[src/hdl/bubble_params.svh]
`ifndef BUBBLE_PARAMS_SVH
`define BUBBLE_PARAMS_SVH

// blinker half period in MCLK cycles, short for simulation
`define BLINK_HALF      16

// TC77 polling
`define TEMP_POLL       512
`define TEMP_SCLK_DIV   2

// warm-up thresholds, temp codes in 1/16 degC
// 10 degC, 15 degC, 20 degC
`define WARM_THR1       160
`define WARM_THR2       240
`define WARM_THR3       320

// fan on at 40 degC, off 2 degC lower
`define FAN_THR         640
`define FAN_HYST        32

`endif

[src/hdl/bubble_pkg.sv]
`default_nettype none

package bubble_pkg;

    // TC77 reading, signed, 1/16 degC per lsb
    typedef logic signed [12:0] temp_code_t;

    // latched DIP word
    // [5] wide bus, [4] reserved, [3] storage type, [2] fan enable, [1:0] delay level
    typedef logic [5:0] settings_t;

    // warm-up level, 0 = no warm-up
    typedef logic [1:0] delay_lvl_t;

    // startup machine
    typedef enum logic [2:0] {
        st_reset,
        st_select,
        st_emulate,
        st_usb_standby,
        st_err_board,
        st_err_usb
    } sys_mode_t;

endpackage

`default_nettype wire

[src/hdl/mode_control.sv]
`timescale 1ns/10ps
`default_nettype none

module mode_control
(
    input  wire                     MCLK,
    input  wire                     MRST,
    input  wire                     usb_pwr,
    input  wire                     board_fault,
    input  wire         [3:0]       settings_sw,
    input  wire         [1:0]       delay_sw,
    input  wire                     delaying,
    input  wire                     temp_low,
    input  wire                     blink,
    output bubble_pkg::delay_lvl_t  delay_lvl,
    output logic                    fan_allow,
    output logic                    guard_en,
    output logic                    blink_run,
    output logic                    wide_bus,
    output logic                    drive_ready,
    output logic                    led_pwrok_n,
    output logic                    led_standby_n,
    output logic                    led_delaying_n
);

    import bubble_pkg::*;

    sys_mode_t      state;
    settings_t      settings_q;
    logic   [1:0]   pwr_pair;

    // active-low LED controls
    logic           pwrok_off;
    logic           standby_off;
    logic           delay_off;

    assign pwr_pair = {usb_pwr, board_fault};

    ////////////////////////////////////////
    // startup machine
    ////////////////////////////////////////

    always_ff @(posedge MCLK)
    begin
        if (MRST)
            state <= st_reset;
        else
        begin
            case (state)
                st_reset:
                    state <= st_select;
                st_select:
                begin
                    case (pwr_pair)
                        2'b00:   state <= st_emulate;
                        2'b01:   state <= st_err_board;
                        2'b10:   state <= st_err_usb;
                        default: state <= st_usb_standby;
                    endcase
                end
                // held until MRST
                st_emulate:
                    state <= st_emulate;
                st_usb_standby:
                    if (pwr_pair != 2'b11)
                        state <= st_reset;
                st_err_board:
                    if (pwr_pair != 2'b01)
                        state <= st_reset;
                st_err_usb:
                    if (pwr_pair != 2'b10)
                        state <= st_reset;
                default:
                    state <= st_reset;
            endcase
        end
    end

    // switches are active low on the board
    always_ff @(posedge MCLK)
    begin
        if (state == st_reset)
            settings_q <= {~settings_sw, ~delay_sw};
    end

    assign delay_lvl = settings_q[1:0];
    assign fan_allow = settings_q[2];
    assign wide_bus  = settings_q[5];

    ////////////////////////////////////////
    // LED and enable registers
    ////////////////////////////////////////

    always_ff @(posedge MCLK)
    begin
        if (MRST)
        begin
            guard_en    <= 1'b0;
            blink_run   <= 1'b0;
            pwrok_off   <= 1'b1;
            standby_off <= 1'b1;
            delay_off   <= 1'b1;
        end
        else
        begin
            guard_en    <= (state == st_emulate);
            blink_run   <= (state == st_usb_standby) || (state == st_err_board)
                           || (state == st_err_usb);
            pwrok_off   <= !((state == st_emulate) || (state == st_usb_standby));
            standby_off <= (state != st_usb_standby);
            delay_off   <= (state != st_emulate);
        end
    end

    // steady when control is low, blinking when high and blinker runs
    assign led_pwrok_n    = pwrok_off & blink;
    assign led_standby_n  = (standby_off | blink) & ~delaying;
    // delay LED also marks a cold board
    assign led_delaying_n = delay_off | ~(delaying | temp_low);
    assign drive_ready    = guard_en & ~delaying;

    a_guard_en_emulate: assert property (@(posedge MCLK) disable iff (MRST)
        guard_en |-> state == st_emulate)
        else $error("guard enable high outside emulate mode");

endmodule

`default_nettype wire

[src/hdl/status_blinker.sv]
`timescale 1ns/10ps
`default_nettype none

module status_blinker
(
    input  wire     MCLK,
    input  wire     MRST,
    input  wire     run,
    output logic    blink
);

    `include "bubble_params.svh"

    localparam int CW = $clog2(`BLINK_HALF + 1);

    typedef enum logic {bl_stop, bl_run} bl_state_t;

    bl_state_t          state;
    logic   [CW-1:0]    half_cnt;

    always_ff @(posedge MCLK)
    begin
        if (MRST)
        begin
            state    <= bl_stop;
            half_cnt <= '0;
            blink    <= 1'b1;
        end
        else
        begin
            state <= run ? bl_run : bl_stop;
            if (state == bl_stop)
            begin
                // LED off while stopped
                half_cnt <= '0;
                blink    <= 1'b1;
            end
            else if (half_cnt == CW'(`BLINK_HALF))
            begin
                half_cnt <= '0;
                blink    <= ~blink;
            end
            else
                half_cnt <= half_cnt + 1'b1;
        end
    end

endmodule

`default_nettype wire

[src/hdl/tc77_reader.sv]
`timescale 1ns/10ps
`default_nettype none

module tc77_reader
(
    input  wire                     MCLK,
    input  wire                     MRST,
    input  wire                     temp_sio_in,
    output logic                    temp_cs_n,
    output logic                    temp_sclk,
    output logic                    temp_valid,
    output bubble_pkg::temp_code_t  temp_code
);

    import bubble_pkg::*;

    `include "bubble_params.svh"

    localparam int PW = $clog2(`TEMP_POLL);
    localparam int DW = $clog2(`TEMP_SCLK_DIV + 1);

    typedef enum logic [1:0] {rd_idle, rd_shift, rd_done} rd_state_t;

    rd_state_t          state;
    logic   [PW-1:0]    poll_cnt;
    logic   [DW-1:0]    div_cnt;
    // 32 half periods of the serial clock
    logic   [4:0]       half_cnt;
    logic   [15:0]      shift_q;
    logic               poll_hit;

    ////////////////////////////////////////
    // poll timer
    ////////////////////////////////////////

    assign poll_hit = (poll_cnt == PW'(`TEMP_POLL - 1));

    always_ff @(posedge MCLK)
    begin
        if (MRST || poll_hit)
            poll_cnt <= '0;
        else
            poll_cnt <= poll_cnt + 1'b1;
    end

    ////////////////////////////////////////
    // serial read
    ////////////////////////////////////////

    always_ff @(posedge MCLK)
    begin
        if (MRST)
        begin
            state      <= rd_idle;
            temp_cs_n  <= 1'b1;
            temp_sclk  <= 1'b0;
            temp_valid <= 1'b0;
            div_cnt    <= '0;
            half_cnt   <= '0;
        end
        else
        begin
            temp_valid <= 1'b0;
            case (state)
                rd_idle:
                begin
                    div_cnt  <= '0;
                    half_cnt <= '0;
                    if (poll_hit)
                    begin
                        temp_cs_n <= 1'b0;
                        state     <= rd_shift;
                    end
                end
                rd_shift:
                begin
                    if (div_cnt == DW'(`TEMP_SCLK_DIV - 1))
                    begin
                        div_cnt   <= '0;
                        temp_sclk <= ~temp_sclk;
                        half_cnt  <= half_cnt + 1'b1;
                        // last falling edge ends the frame
                        if (half_cnt == 5'd31)
                        begin
                            temp_cs_n <= 1'b1;
                            state     <= rd_done;
                        end
                    end
                    else
                        div_cnt <= div_cnt + 1'b1;
                end
                rd_done:
                begin
                    temp_valid <= 1'b1;
                    state      <= rd_idle;
                end
                default:
                    state <= rd_idle;
            endcase
        end
    end

    // MSB first, sampled on rising sclk
    always_ff @(posedge MCLK)
    begin
        if (state == rd_shift && div_cnt == DW'(`TEMP_SCLK_DIV - 1) && !temp_sclk)
            shift_q <= {shift_q[14:0], temp_sio_in};
        if (state == rd_done)
            temp_code <= temp_code_t'(shift_q[15:3]);
    end

    a_valid_cs_high: assert property (@(posedge MCLK) disable iff (MRST)
        temp_valid |-> temp_cs_n)
        else $error("sample strobe during an active sensor frame");

endmodule

`default_nettype wire

[src/hdl/thermal_guard.sv]
`timescale 1ns/10ps
`default_nettype none

module thermal_guard
(
    input  wire                         MCLK,
    input  wire                         MRST,
    input  wire                         en,
    input  wire bubble_pkg::delay_lvl_t delay_lvl,
    input  wire                         fan_allow,
    input  wire                         force_start,
    input  wire                         temp_valid,
    input  wire bubble_pkg::temp_code_t temp_code,
    output logic                        delaying,
    output logic                        temp_low,
    output logic                        fan_n
);

    import bubble_pkg::*;

    `include "bubble_params.svh"

    localparam temp_code_t FAN_ON  = temp_code_t'(`FAN_THR);
    localparam temp_code_t FAN_OFF = temp_code_t'(`FAN_THR - `FAN_HYST);

    temp_code_t     warm_thr;
    logic           low_now;
    logic           en_q;
    // waiting for the first sample after enable
    logic           first_pending;

    always_comb
    begin
        case (delay_lvl)
            2'd1:    warm_thr = temp_code_t'(`WARM_THR1);
            2'd2:    warm_thr = temp_code_t'(`WARM_THR2);
            default: warm_thr = temp_code_t'(`WARM_THR3);
        endcase
    end

    assign low_now = (delay_lvl != 2'd0) && (temp_code < warm_thr);

    always_ff @(posedge MCLK)
    begin
        if (MRST)
        begin
            en_q          <= 1'b0;
            first_pending <= 1'b0;
            delaying      <= 1'b0;
            temp_low      <= 1'b0;
            fan_n         <= 1'b1;
        end
        else
        begin
            en_q <= en;
            if (!en || force_start)
            begin
                first_pending <= 1'b0;
                delaying      <= 1'b0;
            end
            else if (!en_q)
                first_pending <= 1'b1;
            else if (temp_valid)
            begin
                first_pending <= 1'b0;
                if (first_pending && low_now)
                    delaying <= 1'b1;
                else if (!low_now)
                    delaying <= 1'b0;
            end

            if (temp_valid)
            begin
                temp_low <= low_now;
                // hysteresis band keeps the fan where it is
                if (fan_allow && temp_code >= FAN_ON)
                    fan_n <= 1'b0;
                else if (!fan_allow || temp_code < FAN_OFF)
                    fan_n <= 1'b1;
            end
        end
    end

endmodule

`default_nettype wire

[src/hdl/bubble_sys_top.sv]
`timescale 1ns/10ps
`default_nettype none

module bubble_sys_top
(
    input  wire             MCLK,
    input  wire             MRST,
    input  wire             usb_pwr,
    input  wire             board_fault,
    input  wire     [3:0]   settings_sw,
    input  wire     [1:0]   delay_sw,
    input  wire             force_start,
    input  wire             temp_sio,
    output logic            temp_cs_n,
    output logic            temp_sclk,
    output logic            fan_n,
    output logic            temp_lo,
    output logic            wide_bus_n,
    output logic            drive_ready,
    output logic            led_pwrok_n,
    output logic            led_standby_n,
    output logic            led_delaying_n
);

    import bubble_pkg::*;

    delay_lvl_t     delay_lvl;
    temp_code_t     temp_code;
    logic           fan_allow;
    logic           guard_en;
    logic           blink_run;
    logic           blink;
    logic           wide_bus;
    logic           delaying;
    logic           temp_valid;

    // 4-bit bus select pin is active low
    assign wide_bus_n = ~wide_bus;

    mode_control u_mode_control
    (
        .MCLK           (MCLK),
        .MRST           (MRST),
        .usb_pwr        (usb_pwr),
        .board_fault    (board_fault),
        .settings_sw    (settings_sw),
        .delay_sw       (delay_sw),
        .delaying       (delaying),
        .temp_low       (temp_lo),
        .blink          (blink),
        .delay_lvl      (delay_lvl),
        .fan_allow      (fan_allow),
        .guard_en       (guard_en),
        .blink_run      (blink_run),
        .wide_bus       (wide_bus),
        .drive_ready    (drive_ready),
        .led_pwrok_n    (led_pwrok_n),
        .led_standby_n  (led_standby_n),
        .led_delaying_n (led_delaying_n)
    );

    status_blinker u_status_blinker
    (
        .MCLK           (MCLK),
        .MRST           (MRST),
        .run            (blink_run),
        .blink          (blink)
    );

    tc77_reader u_tc77_reader
    (
        .MCLK           (MCLK),
        .MRST           (MRST),
        .temp_sio_in    (temp_sio),
        .temp_cs_n      (temp_cs_n),
        .temp_sclk      (temp_sclk),
        .temp_valid     (temp_valid),
        .temp_code      (temp_code)
    );

    thermal_guard u_thermal_guard
    (
        .MCLK           (MCLK),
        .MRST           (MRST),
        .en             (guard_en),
        .delay_lvl      (delay_lvl),
        .fan_allow      (fan_allow),
        .force_start    (force_start),
        .temp_valid     (temp_valid),
        .temp_code      (temp_code),
        .delaying       (delaying),
        .temp_low       (temp_lo),
        .fan_n          (fan_n)
    );

endmodule

`default_nettype wire

[config.mk]
export PLATFORM = sky130hd
export DESIGN_NAME = bubble_sys_top
export DESIGN_NICKNAME = d
export VERILOG_FILES = /design/src/hdl/bubble_pkg.sv /design/src/hdl/mode_control.sv /design/src/hdl/status_blinker.sv /design/src/hdl/tc77_reader.sv /design/src/hdl/thermal_guard.sv /design/src/hdl/bubble_sys_top.sv
export VERILOG_INCLUDE_DIRS = /design/src /design/src/hdl
export SDC_FILE = /design/constraint.sdc
export NUM_CORES = 1
export LEC_CHECK = 0
export BUFFER_PORTS_ARGS = -buffer_cell sky130_fd_sc_hd__buf_4
export CORE_MARGIN = 4
export CORE_UTILIZATION = 42
export DETAILED_ROUTE_END_ITERATION = 8
export GPL_TIMING_DRIVEN = 1
export PLACE_DENSITY = 0.68
export RECOVER_POWER = 100
export SLEW_MARGIN = 20
export SYNTH_ARGS = -nofsm -noshare
export SYNTH_HDL_FRONTEND = slang
export SYNTH_HIERARCHICAL = 1
export SYNTH_SLANG_ARGS = --single-unit
[constraint.sdc]
create_clock -name MCLK -period 6 [get_ports MCLK]
set_input_delay 0.6 -clock MCLK [delete_from_list [all_inputs] [get_ports MCLK]]
set_output_delay 0.6 -clock MCLK [all_outputs]
set_load 0.03 [all_outputs]
==> results.tsv <==
metric	value	unit
antenna violations before repair	0	
final period utilization	0.4552	
cell area after layout	3203	µm²
area delta synth->final	11.69	%
First DRT Iteration DRCs	130	
max cap viols	1	
total grt overflow	0	
vias in the first global route	1664	
final slew viol count	17	
Sw Pwr	218.2	µW
layout cells sized above 1	0.1282	
critical path endpoint category	register	
die width	90.63	µm
status	complete, but fails checks	
clk root buf	clkbuf_8	
first-pass GRT wire length	7.576	mm
PortBufs	18	
Slowest Stage Delay on Critical Path	1.58	ns
Die Footprint	8214	µm²
Layout fillers	597	
IO Pins	21	
Required @ worst endpoint	5.93	ns
max_slew headroom	-0.3722	
Lkg Pwr	1.220	nW
critical path peak fanout	16	
Seq pwr share	0.539	
sw frac	0.2276	
DRT met1 WL	2.156	mm
crit path time final	2.731	ns
Logic pwr share	0.065	
Syn Nets	271	
final hold vios	0	
cells along the critical path	or2b_2 -> nor3_1	
largest net degree at the start of global routing	24	
Core Area	6495	µm²
failing checks	capacitance limit, slew limit	
Max Used Layer	met4	
clock slew at reported path FFs	0.07	ns
Fmax	366.2	MHz
Vias/cell	4.989	
fin nets	295	
Peak VDD IR	0.0001231	V
DRC violations left	0	
Sink Count	70	
cts bufs inserted	9	
# setup viols final	0	
Crit-path slowest cell	nor3_1	
Rows	29	
Hold Crit Class	reg -> reg	
routed len/inst	12.37	µm
Initial DRT Pass Iterations	4	
Synthesis Warnings	6	
total global-route track usage	0.1170	
routed wire length	4.328	mm
Setup TNS	0	ns
clk_lat worst skew	0.34	ns
Initial Util	0.4415	
RSZ-0062 raised after global routing	no	
post-CTS setup repair buffer count	0	
DP Wirelength	2.904	mm
Clock power frac	0.396	
startpoint types	register	
Data arrival, critical path	2.66	ns
Crit Path Class	reg -> reg	
vias	1746	
GPL Wtd Cong	0.7522	
H-tree level count	3	
PwrDens	299.2	nW/µm²
diodes inserted	0	
DIE HEIGHT	90.63	µm
DR WL met2	1.866	mm
Met3 Routed Length	217	µm
Clock Tree Buf Depth	2	
CTS tree	done	
Synth Instances	244	
P_int	740.3	µW
Worst Skew	0.005610	ns
Post-Syn Area	2868	µm²
Post-Place Cell Area	3075	µm²
hold buffer count at cts	0	
worst slew pin tran	2.043	ns
post-route ant nets	0	
# resized after CTS	0	
Avg Inst Size Synth	11.75	µm²
==> routing by layer <==
layer,vias up,global-route usage
met4,0,0.05995
met1,806,0.1482
li1,898,-
met3,9,0.04833
met5,-,0
met2,33,0.1705
==> critical path: cells and delay by family (launching register included) <==
kind          cells  cell delay [ns]
simple gates      2             1.94
flops             1             0.37
==> cell usage in the layout, fill, tap and decap left out, drive strengths merged, types with 2 or more instances in the layout <==
master / count
a21o: 3
a21oi: 9
a221oi: 2
a22oi: 2
a31oi: 4
and2: 2
and2b: 4
and3: 3
buf: 3
clkbuf: 26
clkinv: 2
dfxtp: 41
edfxtp: 29
ha: 15
inv: 21
nand2: 7
nand2b: 5
nand3: 8
nand3b: 3
nand4: 4
nor2: 28
nor2b: 6
nor3: 7
o21ai: 5
o21bai: 3
xnor2: 7
xor2: 4
==> registers in the layout, summed over array words and instances, names as in the netlist, 2 cells and up <==
| name | cells |
|---|---|
| u_mode_control/settings_q | 4 |
| u_mode_control/state | 3 |
| u_status_blinker/half_cnt | 5 |
| u_tc77_reader/div_cnt | 2 |
| u_tc77_reader/half_cnt | 5 |
| u_tc77_reader/poll_cnt | 9 |
| u_tc77_reader/shift_q | 16 |
| u_tc77_reader/state | 2 |
| u_tc77_reader/temp_code | 9 |
==> through the flow <==
stage	hold WS (ns)	std cells	setup WS [ns]	utilization	power [mW]
finish	0.4242	350	3.269	0.4932	0.9584
global route	0.4359	350	2.988	0.4932	1.004
CTS	0.4179	350	3.890	0.5043	0.9769
detailed placement	0.4059	334	3.901	0.4735	0.5947
global placement	0.4055	334	3.986	0.4735	0.5926
floorplan	0.4003	244	3.735	-	0.5749
==> final timing paths <==
path	end	startpoint	cells past startpoint	slack (ns)
worst max-delay path	u_tc77_reader/shift_q[2]	u_tc77_reader/div_cnt[0]	2	3.27
worst min register to register	u_tc77_reader/shift_q[7]	u_tc77_reader/shift_q[6]	0	0.42
worst min-delay path	u_tc77_reader/shift_q[7]	u_tc77_reader/shift_q[6]	0	0.42
worst max register to register	u_tc77_reader/shift_q[2]	u_tc77_reader/div_cnt[0]	2	3.27
==> power by group through the flow <==
stage	registers (mW)	logic (mW)	clock network, mW
floorplan	0.522	0.0525	0
global placement	0.527	0.0656	0
detailed placement	0.528	0.0671	0
CTS	0.517	0.0681	0.392
global route	0.520	0.0709	0.413
finish	0.517	0.0626	0.379
==> final cells by class <==
class                      count  area [µm²]  share of cell area
clock buffer                  11       142.6             0.04453
sequential                    70        1692              0.5281
tap                           77       96.34             0.03008
timing repair buffer          18       97.59             0.03047
multi-input combinational    149        1042              0.3254
clock inverter                 5       57.56             0.01797
inverter                      20       75.07             0.02344
No activity file was read; power rests on OpenSTA's default activity.
